File: config.mk
export PLATFORM = sky130hd
export DESIGN_NAME = csr_top
export DESIGN_NICKNAME = d
export VERILOG_FILES = /design/src/source/csr_ctrl_pkg.sv /design/src/source/csr_arch_pkg.sv /design/src/source/csr_top.sv /design/src/source/csr_result.sv /design/src/source/csr_shift_rf.sv /design/src/source/csr_bit_unit.sv /design/src/source/csr_sequencer.sv /design/src/source/csr_decode.sv
export SDC_FILE = /design/constraint.sdc
export NUM_CORES = 1
export LEC_CHECK = 0
export ABC_AREA = 1
export BUFFER_PORTS_ARGS = -buffer_cell sky130_fd_sc_hd__buf_4
export CORE_MARGIN = 2
export CORE_UTILIZATION = 40
export CTS_CLUSTER_SIZE = 25
export DETAILED_ROUTE_END_ITERATION = 16
export PLACE_DENSITY_LB_ADDON = 0.12
export RECOVER_POWER = 100
export REMOVE_ABC_BUFFERS = 1
export SYNTH_ARGS = -nofsm -noshare
export SYNTH_HDL_FRONTEND = slang
export SYNTH_HIERARCHICAL = 1
export SYNTH_SLANG_ARGS = --single-unit
File: constraint.sdc
create_clock -name i_clk -period 2.9 [get_ports i_clk]
set_clock_uncertainty 0.15 [all_clocks]
set_input_delay 0.145 -clock i_clk [delete_from_list [all_inputs] [get_ports i_clk]]
set_output_delay 0.145 -clock i_clk [all_outputs]
set_load 0.02 [all_outputs]
File: src/source/csr_ctrl_pkg.sv
package csr_ctrl_pkg;

   // Host command opcodes
   typedef enum logic [2:0] {
      OP_RW          = 3'd0,
      OP_RS          = 3'd1,
      OP_RC          = 3'd2,
      OP_ECALL       = 3'd3,
      OP_EBREAK      = 3'd4,
      OP_LD_MISALIGN = 3'd5,
      OP_ST_MISALIGN = 3'd6
   } cmd_op_e;

   // Source of the new serial CSR bit
   typedef enum logic [1:0] {
      SRC_EXT = 2'd0,
      SRC_SET = 2'd1,
      SRC_CLR = 2'd2,
      SRC_CSR = 2'd3
   } csr_src_e;

   // Sequencer FSM
   typedef enum logic [1:0] {
      ST_IDLE   = 2'd0,
      ST_DECODE = 2'd1,
      ST_RUN    = 2'd2,
      ST_DONE   = 2'd3
   } seq_state_e;

   localparam int CNT_W = 5;

endpackage

File: src/source/csr_arch_pkg.sv
package csr_arch_pkg;

   // ************************************************
   // Machine-mode CSR addresses
   // ************************************************
   localparam logic [11:0] CSR_MSTATUS  = 12'h300;
   localparam logic [11:0] CSR_MIE      = 12'h304;
   localparam logic [11:0] CSR_MTVEC    = 12'h305;
   localparam logic [11:0] CSR_MSCRATCH = 12'h340;
   localparam logic [11:0] CSR_MCAUSE   = 12'h342;

   // Implemented field positions
   localparam int MSTATUS_MIE_BIT = 3;
   localparam int MIE_MTIE_BIT    = 7;

   // ************************************************
   // Trap cause codes, low four bits of mcause
   // ************************************************
   localparam logic [3:0] CAUSE_TIMER       = 4'd7;
   localparam logic [3:0] CAUSE_EBREAK      = 4'd3;
   localparam logic [3:0] CAUSE_ECALL       = 4'd11;
   localparam logic [3:0] CAUSE_LD_MISALIGN = 4'd4;
   localparam logic [3:0] CAUSE_ST_MISALIGN = 4'd6;

   // Register width, bit 31 of mcause marks an interrupt
   localparam int XLEN = 32;

endpackage
File: src/source/csr_top.sv
`timescale 1ns/1ns

module csr_top (
   input  logic                           i_clk,
   input  logic                           i_rst,
   input  logic                           i_cmd_valid,
   input  csr_ctrl_pkg::cmd_op_e          i_cmd_op,
   input  logic [11:0]                    i_cmd_addr,
   input  logic [csr_arch_pkg::XLEN-1:0]  i_cmd_data,
   output logic                           o_cmd_ready,
   output logic                           o_rsp_valid,
   output logic [csr_arch_pkg::XLEN-1:0]  o_rsp_data,
   input  logic                           i_rsp_ready,
   input  logic                           i_mtip,
   output logic                           o_new_irq
);
   import csr_arch_pkg::*;
   import csr_ctrl_pkg::*;

   logic [XLEN-1:0]  operand;
   logic             is_trap;
   logic             trap_go;
   cmd_op_e          trap_op;
   csr_src_e         csr_src;
   logic             mstatus_en;
   logic             mie_en;
   logic             mcause_en;
   logic             mscratch_en;
   logic             mtvec_en;
   logic             busy;
   logic             run;
   logic [CNT_W-1:0] cnt;
   logic             d;
   logic             done;
   logic             rsp_taken;
   logic             csr_in;
   logic             csr_q;
   logic             rf_q;

   // ************************************************
   // Command decode and bit sequencing
   // ************************************************
   csr_decode u_decode (
      .i_clk(i_clk), .i_rst(i_rst), .i_cmd_valid(i_cmd_valid), .i_cmd_op(i_cmd_op),
      .i_cmd_addr(i_cmd_addr), .i_cmd_data(i_cmd_data), .i_busy(busy),
      .o_cmd_ready(o_cmd_ready), .o_operand(operand), .o_is_trap(is_trap),
      .o_trap_go(trap_go), .o_trap_op(trap_op), .o_src(csr_src),
      .o_mstatus_en(mstatus_en), .o_mie_en(mie_en), .o_mcause_en(mcause_en),
      .o_mscratch_en(mscratch_en), .o_mtvec_en(mtvec_en)
   );

   csr_sequencer u_sequencer (
      .i_clk(i_clk), .i_rst(i_rst), .i_start(i_cmd_valid), .i_is_trap(is_trap),
      .i_operand(operand), .i_rsp_taken(rsp_taken), .o_busy(busy), .o_run(run),
      .o_cnt(cnt), .o_d(d), .o_done(done)
   );

   // ************************************************
   // CSR storage and response
   // ************************************************
   csr_bit_unit u_bit_unit (
      .i_clk(i_clk), .i_rst(i_rst), .i_run(run), .i_cnt(cnt), .i_d(d), .i_src(csr_src),
      .i_mstatus_en(mstatus_en), .i_mie_en(mie_en), .i_mcause_en(mcause_en),
      .i_trap_go(trap_go), .i_trap_op(trap_op), .i_mtip(i_mtip), .i_rf_q(rf_q),
      .o_csr_in(csr_in), .o_q(csr_q), .o_new_irq(o_new_irq)
   );

   csr_shift_rf u_shift_rf (
      .i_clk(i_clk), .i_run(run), .i_mscratch_en(mscratch_en), .i_mtvec_en(mtvec_en),
      .i_csr_in(csr_in), .o_q(rf_q)
   );

   csr_result u_result (
      .i_clk(i_clk), .i_rst(i_rst), .i_run(run), .i_q(csr_q), .i_done(done),
      .i_rsp_ready(i_rsp_ready), .o_rsp_valid(o_rsp_valid), .o_rsp_data(o_rsp_data),
      .o_rsp_taken(rsp_taken)
   );

endmodule

File: src/source/csr_result.sv
`timescale 1ns/1ns

module csr_result (
   input  logic                           i_clk,
   input  logic                           i_rst,
   input  logic                           i_run,
   input  logic                           i_q,
   input  logic                           i_done,
   input  logic                           i_rsp_ready,
   output logic                           o_rsp_valid,
   output logic [csr_arch_pkg::XLEN-1:0]  o_rsp_data,
   output logic                           o_rsp_taken
);
   import csr_arch_pkg::*;

   assign o_rsp_taken = o_rsp_valid & i_rsp_ready;

   // Word is zero again before the next command starts
   always_ff @(posedge i_clk) begin
      if (i_rst || o_rsp_taken) begin
         o_rsp_data <= '0;
      end else if (i_run) begin
         o_rsp_data <= {i_q, o_rsp_data[XLEN-1:1]};
      end
   end

   always_ff @(posedge i_clk) begin
      if (i_rst) begin
         o_rsp_valid <= 1'b0;
      end else if (i_done) begin
         o_rsp_valid <= 1'b1;
      end else if (o_rsp_taken) begin
         o_rsp_valid <= 1'b0;
      end
   end

endmodule

File: src/source/csr_shift_rf.sv
`timescale 1ns/1ns

module csr_shift_rf (
   input  logic i_clk,
   input  logic i_run,
   input  logic i_mscratch_en,
   input  logic i_mtvec_en,
   input  logic i_csr_in,
   output logic o_q
);
   import csr_arch_pkg::*;

   // Entry 0 is mscratch, entry 1 is mtvec
   logic [XLEN-1:0] regs [2];
   logic [1:0]      sel;
   logic [1:0]      q_bits;

   assign sel = {i_mtvec_en, i_mscratch_en};

   always_comb begin
      for (int i = 0; i < 2; i++) begin
         q_bits[i] = i_run & sel[i] & regs[i][0];
      end
   end

   assign o_q = |q_bits;

   // Rotate right, new bit enters at the top
   always_ff @(posedge i_clk) begin
      for (int i = 0; i < 2; i++) begin
         if (i_run & sel[i]) begin
            regs[i] <= {i_csr_in, regs[i][XLEN-1:1]};
         end
      end
   end

endmodule

File: src/source/csr_bit_unit.sv
`timescale 1ns/1ns

module csr_bit_unit (
   input  logic                             i_clk,
   input  logic                             i_rst,
   input  logic                             i_run,
   input  logic [csr_ctrl_pkg::CNT_W-1:0]   i_cnt,
   input  logic                             i_d,
   input  csr_ctrl_pkg::csr_src_e           i_src,
   input  logic                             i_mstatus_en,
   input  logic                             i_mie_en,
   input  logic                             i_mcause_en,
   input  logic                             i_trap_go,
   input  csr_ctrl_pkg::cmd_op_e            i_trap_op,
   input  logic                             i_mtip,
   input  logic                             i_rf_q,
   output logic                             o_csr_in,
   output logic                             o_q,
   output logic                             o_new_irq
);
   import csr_arch_pkg::*;
   import csr_ctrl_pkg::*;

   logic       mstatus_mie;
   logic       mie_mtie;
   logic       mcause31;
   logic [3:0] mcause_lo;
   logic       mtip_r;
   logic       slot_mie;
   logic       slot_mtie;
   logic       slot_lo;
   logic       slot_31;
   logic       mcause_bit;
   logic       timer_irq;

   // ************************************************
   // Count slots of the implemented bits
   // ************************************************
   assign slot_mie  = (i_cnt == CNT_W'(MSTATUS_MIE_BIT));
   assign slot_mtie = (i_cnt == CNT_W'(MIE_MTIE_BIT));
   assign slot_lo   = (i_cnt < CNT_W'(4));
   assign slot_31   = (i_cnt == CNT_W'(XLEN - 1));

   assign mcause_bit = slot_lo ? mcause_lo[i_cnt[1:0]] : (slot_31 & mcause31);

   // Old serial value, zero in unimplemented positions
   assign o_q = (i_run & i_mstatus_en & slot_mie & mstatus_mie) |
                (i_run & i_mie_en & slot_mtie & mie_mtie) |
                (i_run & i_mcause_en & mcause_bit) |
                i_rf_q;

   always_comb begin
      case (i_src)
         SRC_EXT: o_csr_in = i_d;
         SRC_SET: o_csr_in = o_q | i_d;
         SRC_CLR: o_csr_in = o_q & ~i_d;
         default: o_csr_in = o_q;
      endcase
   end

   assign timer_irq = i_mtip & mstatus_mie & mie_mtie;

   always_ff @(posedge i_clk) begin
      if (i_rst) begin
         mstatus_mie <= 1'b0;
         mie_mtie    <= 1'b0;
         mcause31    <= 1'b0;
         mcause_lo   <= '0;
         mtip_r      <= 1'b0;
         o_new_irq   <= 1'b0;
      end else begin
         mtip_r    <= i_mtip;
         o_new_irq <= !mtip_r & timer_irq;

         // Pending timer interrupt wins over the exception cause
         if (i_trap_go) begin
            mcause31 <= timer_irq;
            if (timer_irq) mcause_lo <= CAUSE_TIMER;
            else begin
               case (i_trap_op)
                  OP_ECALL:       mcause_lo <= CAUSE_ECALL;
                  OP_EBREAK:      mcause_lo <= CAUSE_EBREAK;
                  OP_LD_MISALIGN: mcause_lo <= CAUSE_LD_MISALIGN;
                  default:        mcause_lo <= CAUSE_ST_MISALIGN;
               endcase
            end
         end

         if (i_run & i_mstatus_en & slot_mie) mstatus_mie <= o_csr_in;
         if (i_run & i_mie_en & slot_mtie) mie_mtie <= o_csr_in;
         if (i_run & i_mcause_en & slot_lo) mcause_lo[i_cnt[1:0]] <= o_csr_in;
         if (i_run & i_mcause_en & slot_31) mcause31 <= o_csr_in;
      end
   end

endmodule

File: src/source/csr_sequencer.sv
`timescale 1ns/1ns

module csr_sequencer (
   input  logic                             i_clk,
   input  logic                             i_rst,
   input  logic                             i_start,
   input  logic                             i_is_trap,
   input  logic [csr_arch_pkg::XLEN-1:0]    i_operand,
   input  logic                             i_rsp_taken,
   output logic                             o_busy,
   output logic                             o_run,
   output logic [csr_ctrl_pkg::CNT_W-1:0]   o_cnt,
   output logic                             o_d,
   output logic                             o_done
);
   import csr_arch_pkg::*;
   import csr_ctrl_pkg::*;

   seq_state_e      state;
   logic [XLEN-1:0] opnd_sr;
   logic            last_bit;

   assign last_bit = (o_cnt == CNT_W'(XLEN - 1));
   assign o_busy   = (state != ST_IDLE);
   assign o_run    = (state == ST_RUN);
   // Traps finish straight out of decode
   assign o_done   = (o_run & last_bit) | ((state == ST_DECODE) & i_is_trap);
   assign o_d      = opnd_sr[0];

   always_ff @(posedge i_clk) begin
      if (i_rst) begin
         state <= ST_IDLE;
         o_cnt <= '0;
      end else begin
         case (state)
            ST_IDLE:   if (i_start) state <= ST_DECODE;
            ST_DECODE: state <= i_is_trap ? ST_DONE : ST_RUN;
            ST_RUN: begin
               o_cnt <= o_cnt + 1'b1;
               if (last_bit) state <= ST_DONE;
            end
            ST_DONE:   if (i_rsp_taken) state <= ST_IDLE;
            default:   state <= ST_IDLE;
         endcase
      end
   end

   // Operand goes out LSB first
   always_ff @(posedge i_clk) begin
      if (state == ST_DECODE) opnd_sr <= i_operand;
      else if (o_run) opnd_sr <= opnd_sr >> 1;
   end

endmodule

File: src/source/csr_decode.sv
`timescale 1ns/1ns

module csr_decode (
   input  logic                           i_clk,
   input  logic                           i_rst,
   input  logic                           i_cmd_valid,
   input  csr_ctrl_pkg::cmd_op_e          i_cmd_op,
   input  logic [11:0]                    i_cmd_addr,
   input  logic [csr_arch_pkg::XLEN-1:0]  i_cmd_data,
   input  logic                           i_busy,
   output logic                           o_cmd_ready,
   output logic [csr_arch_pkg::XLEN-1:0]  o_operand,
   output logic                           o_is_trap,
   output logic                           o_trap_go,
   output csr_ctrl_pkg::cmd_op_e          o_trap_op,
   output csr_ctrl_pkg::csr_src_e         o_src,
   output logic                           o_mstatus_en,
   output logic                           o_mie_en,
   output logic                           o_mcause_en,
   output logic                           o_mscratch_en,
   output logic                           o_mtvec_en
);
   import csr_arch_pkg::*;
   import csr_ctrl_pkg::*;

   logic     accept;
   logic     trap_op;
   csr_src_e src_nxt;

   assign o_cmd_ready = !i_busy;
   assign accept      = i_cmd_valid & o_cmd_ready;

   always_comb begin
      trap_op = 1'b0;
      src_nxt = SRC_CSR;
      case (i_cmd_op)
         OP_RW:   src_nxt = SRC_EXT;
         OP_RS:   src_nxt = SRC_SET;
         OP_RC:   src_nxt = SRC_CLR;
         default: trap_op = 1'b1;
      endcase
   end

   always_ff @(posedge i_clk) begin
      if (i_rst) begin
         o_is_trap     <= 1'b0;
         o_trap_go     <= 1'b0;
         o_src         <= SRC_CSR;
         o_mstatus_en  <= 1'b0;
         o_mie_en      <= 1'b0;
         o_mcause_en   <= 1'b0;
         o_mscratch_en <= 1'b0;
         o_mtvec_en    <= 1'b0;
      end else begin
         o_trap_go <= accept & trap_op;
         if (accept) begin
            o_is_trap     <= trap_op;
            o_src         <= src_nxt;
            // At most one enable, none for traps or unknown addresses
            o_mstatus_en  <= !trap_op & (i_cmd_addr == CSR_MSTATUS);
            o_mie_en      <= !trap_op & (i_cmd_addr == CSR_MIE);
            o_mcause_en   <= !trap_op & (i_cmd_addr == CSR_MCAUSE);
            o_mscratch_en <= !trap_op & (i_cmd_addr == CSR_MSCRATCH);
            o_mtvec_en    <= !trap_op & (i_cmd_addr == CSR_MTVEC);
         end
      end
   end

   always_ff @(posedge i_clk) begin
      if (accept) begin
         o_operand <= i_cmd_data;
         o_trap_op <= i_cmd_op;
      end
   end

endmodule

==> results.yml <==
outcome:
  status: "finished, final reports clean"
detailed_routing:
  post-route-drc-count: 0
  ant_nets: 0
  via_count: 4699
  wl_per_cell_um: 13.06
  drtIter0Drc: 236
  routed_wl_um: 13320
  avgViaCountPerCell: 4.607
  first_pass_iters: 4
global_routing:
  grt_first_pass_wirelength_um: 21930
  grt_overflow: 0
  grt_max_degree: 42
  antenna_found_initial: 0
  globalRouteTotalUtil_pct: 14.21
  grt_pass1_vias: 4537
worst_setup_path:
  cp_max_fo: 41
  critPathMaxStageDelay_ps: 570
  r2r_slack_ps: 410
  crit_arrival_ps: 2700
  slowest_stage: "dlygate4sd3_1"
  endpoint_kind: "register"
  path_class: "reg -> reg"
  cp_data_required_time_ps: 3120
  start_kind: "register"
  crit_path_frequent_cell: "inv_1"
  worstPathCellList: "inv_1, ha_2, buf_4, inv_1, o21ai_0, inv_1, a21oi_1, dlygate4sd3_1"
cts:
  ctsHtreeMaxLevel: 4
  clock_latency_ps: 420
  cts_max_path_buffers: 2
  cts_resized: 0
  cts_tree: "done"
  path_clk_slew_ps: 70
  numCtsBuffers: 17
  cts-root-buf: "clkbuf_16"
  cts_sinks: 189
timing:
  whs_ps: 17.93
  tns_ps: 0
  setup_viol: 0
  rsz0062_at_grt: "no"
  maxSlewHeadroom_pct: 24.22
  min_period_over_period_pct: 85.71
  fin_ws_ps: 414.3
  slew_viol_final: 0
  tightest_slew_ps: 1137
  hold_violations: 0
  min_period_ps: 2486
  fmax_mhz: 402.3
final_layout:
  antenna_cells: 0
  fin_area_mm2: 0.008894
  drive_above_1_share_pct: 13.15
  finalNonFillerCells: 1020
  fin_nets: 837
  area_growth_pct: 23.25
  post-route-util_pct: 49.85
logic_synthesis:
  synth-edff-count: 131
  ys_ff_latch: 189
  yosys.area.top_type_share_pct: 54.52
  yosysWarnings: 6
  yosys-top-cells-area: "edfxtp_1 (55%), dfxtp_1 (16%), nand2_1 (12%), a21oi_1 (2.8%), inv_1 (2.7%)"
  netlist_area_mm2: 0.007216
  synth_most_common_cell: "nand2_1"
  netlist_instances: 641
  synth_common_cells: "nand2_1 (223), edfxtp_1 (131), dfxtp_1 (58)"
  yosysTopAreaCell: "edfxtp_1"
  async_flop_share_pct: 0
  ys_types: 29
  avgSynthCellArea_um2: 11.26
  yosysSeqAreaShare_pct: 70.61
  synth_top_flop_cell: "edfxtp_1"
place:
  dpl.cell_count: 942
  detailed_place_hpwl_um: 8440
  place.gp.congestion: 0.7950
  dp_slack_ps: 824.0
  placed_area_mm2: 0.008035
  port_buffers: 86
power:
  p_clk_share_pct: 32.5
  powerDensity_mw_per_mm2: 823.6
  switching_share_pct: 28.41
  pwr-share-comb_pct: 17.4
  p_int_mw: 5.244
  design_power_total_mw: 7.325
  p_leak_nw: 3.473
  vdd_drop_max_mv: 0.4756
  seqPwrFrac_pct: 50.1
  switchingPower_mw: 2.081
die:
  die_x_um: 138.3
  std_cell_rows: 49
  initial_utilization_pct: 40.44
  io_pins: 87
  die-area_mm2: 0.01913
  core_area_mm2: 0.01784
  dieHeight_um: 138.3
hold_path:
  hold_path.class: "in -> reg"
flow_run:
  drv_cap: 0
[layer usage]
metal | routed length [µm] | vias to the layer above | track usage (%)
met3 | 606 | 8 | 3.776
met5 | 0 | - | 0
li1 | - | 2381 | -
met1 | 6707 | 2216 | 19.81
met2 | 5881 | 94 | 21.86
met4 | 127 | 0 | 4.565
[layout make-up]
type                            instances  area (µm²)
Fill cell                            1652        8947
Sequential cell                       189        5095
Multi-Input combinational cell        374        1690
Timing Repair Buffer                  138       991.0
Clock buffer                           17       425.4
Tap cell                              229       286.5
Inverter                               58       222.7
Clock inverter                         15       182.7
[placed cells by master (no fill, tap or decap), types with 2 or more instances in the layout]
master / synthesis / final
nand3_1: 24 / 24
dlygate4sd3_1: 0 / 46
clkbuf_2: 0 / 4
o22ai_1: 2 / 2
a21oi_1: 40 / 48
o21ai_0: 10 / 10
inv_2: 5 / 4
clkinvlp_4: 0 / 5
clkbuf_1: 2 / 40
bufinv_16: 0 / 3
nor2_1: 31 / 32
nor2_4: 4 / 3
nand2_4: 4 / 3
o21bai_1: 2 / 2
nand2_1: 223 / 226
buf_4: 5 / 16
dfxtp_1: 58 / 58
inv_1: 52 / 53
edfxtp_1: 131 / 131
clkbuf_4: 0 / 32
nor3_1: 5 / 5
inv_6: 0 / 4
clkbuf_16: 0 / 17
nand2_2: 4 / 2
ha_1: 7 / 6
nor2_2: 3 / 3
[critical path: cells and delay by family, from the launching register on]
| kind | cells | cell delay (ps) |
|---|---|---|
| buffers and inverters | 5 | 1320 |
| adder cells (fa/ha/maj) | 1 | 280 |
| flip-flops | 1 | 350 |
| AO/OA/AOI/OAI | 2 | 330 |
[registers in the layout (all words and copies together), names as in the netlist, 3 cells and up]
register              flops
u_decode/o_operand       32
u_sequencer/opnd_sr      32
u_shift_rf/regs          64
u_result/o_rsp_data      32
u_sequencer/o_cnt         5
u_bit_unit/mcause_lo      4
u_decode/o_trap_op        3
[what timing repair did]
action / CTS / global route
hold buffers: 46 / 0
endpoints found under the hold margin: 50 / 0
setup buffers: 0 / 0
setup endpoints to repair: 0 / 0
[cells by family (layout without fill, tap and decap cells)]
| logic type | Yosys count | in the layout | share of synthesized area [%] |
|---|---|---|---|
| AO/OA/AOI/OAI | 64 | 64 | 5.046 |
| XOR/XNOR | 1 | 1 | 0.1214 |
| adder cells (fa/ha/maj) | 7 | 7 | 1.214 |
| buffers and inverters | 78 | 228 | 5.306 |
| flip-flops | 189 | 189 | 70.61 |
| AND/OR/NAND/NOR | 302 | 302 | 17.70 |
[final timing paths]
| path | from | endpoint | cells past startpoint |
|---|---|---|---|
| worst min-delay path | i_cmd_addr[0] | u_decode/o_mie_en$_SDFFE_PP0P_ | 6 |
| worst max register to register | u_sequencer/state[0]$_SDFFE_PP0P_ | u_result/o_rsp_valid$_SDFFE_PP0P_ | 8 |
| worst max-delay path | u_sequencer/state[0]$_SDFFE_PP0P_ | u_result/o_rsp_valid$_SDFFE_PP0P_ | 8 |
| worst min register to register | u_bit_unit/mtip_r$_SDFF_PP0_ | u_bit_unit/o_new_irq$_SDFF_PP0_ | 1 |
[power groups by stage]
| stage | Combinational (mW) | Sequential, mW | Clock (mW) |
|---|---|---|---|
| 6_report | 1.27 | 3.67 | 2.38 |
| 5_1_grt | 1.47 | 3.72 | 2.55 |
| 4_1_cts | 1.34 | 3.67 | 2.45 |
| 3_5_place_dp | 1.29 | 3.72 | 0 |
| 3_3_place_gp | 1.25 | 3.71 | 0 |
| 2_1_floorplan | 0.893 | 3.67 | 0 |
No activity file was read; power rests on OpenSTA's default activity.
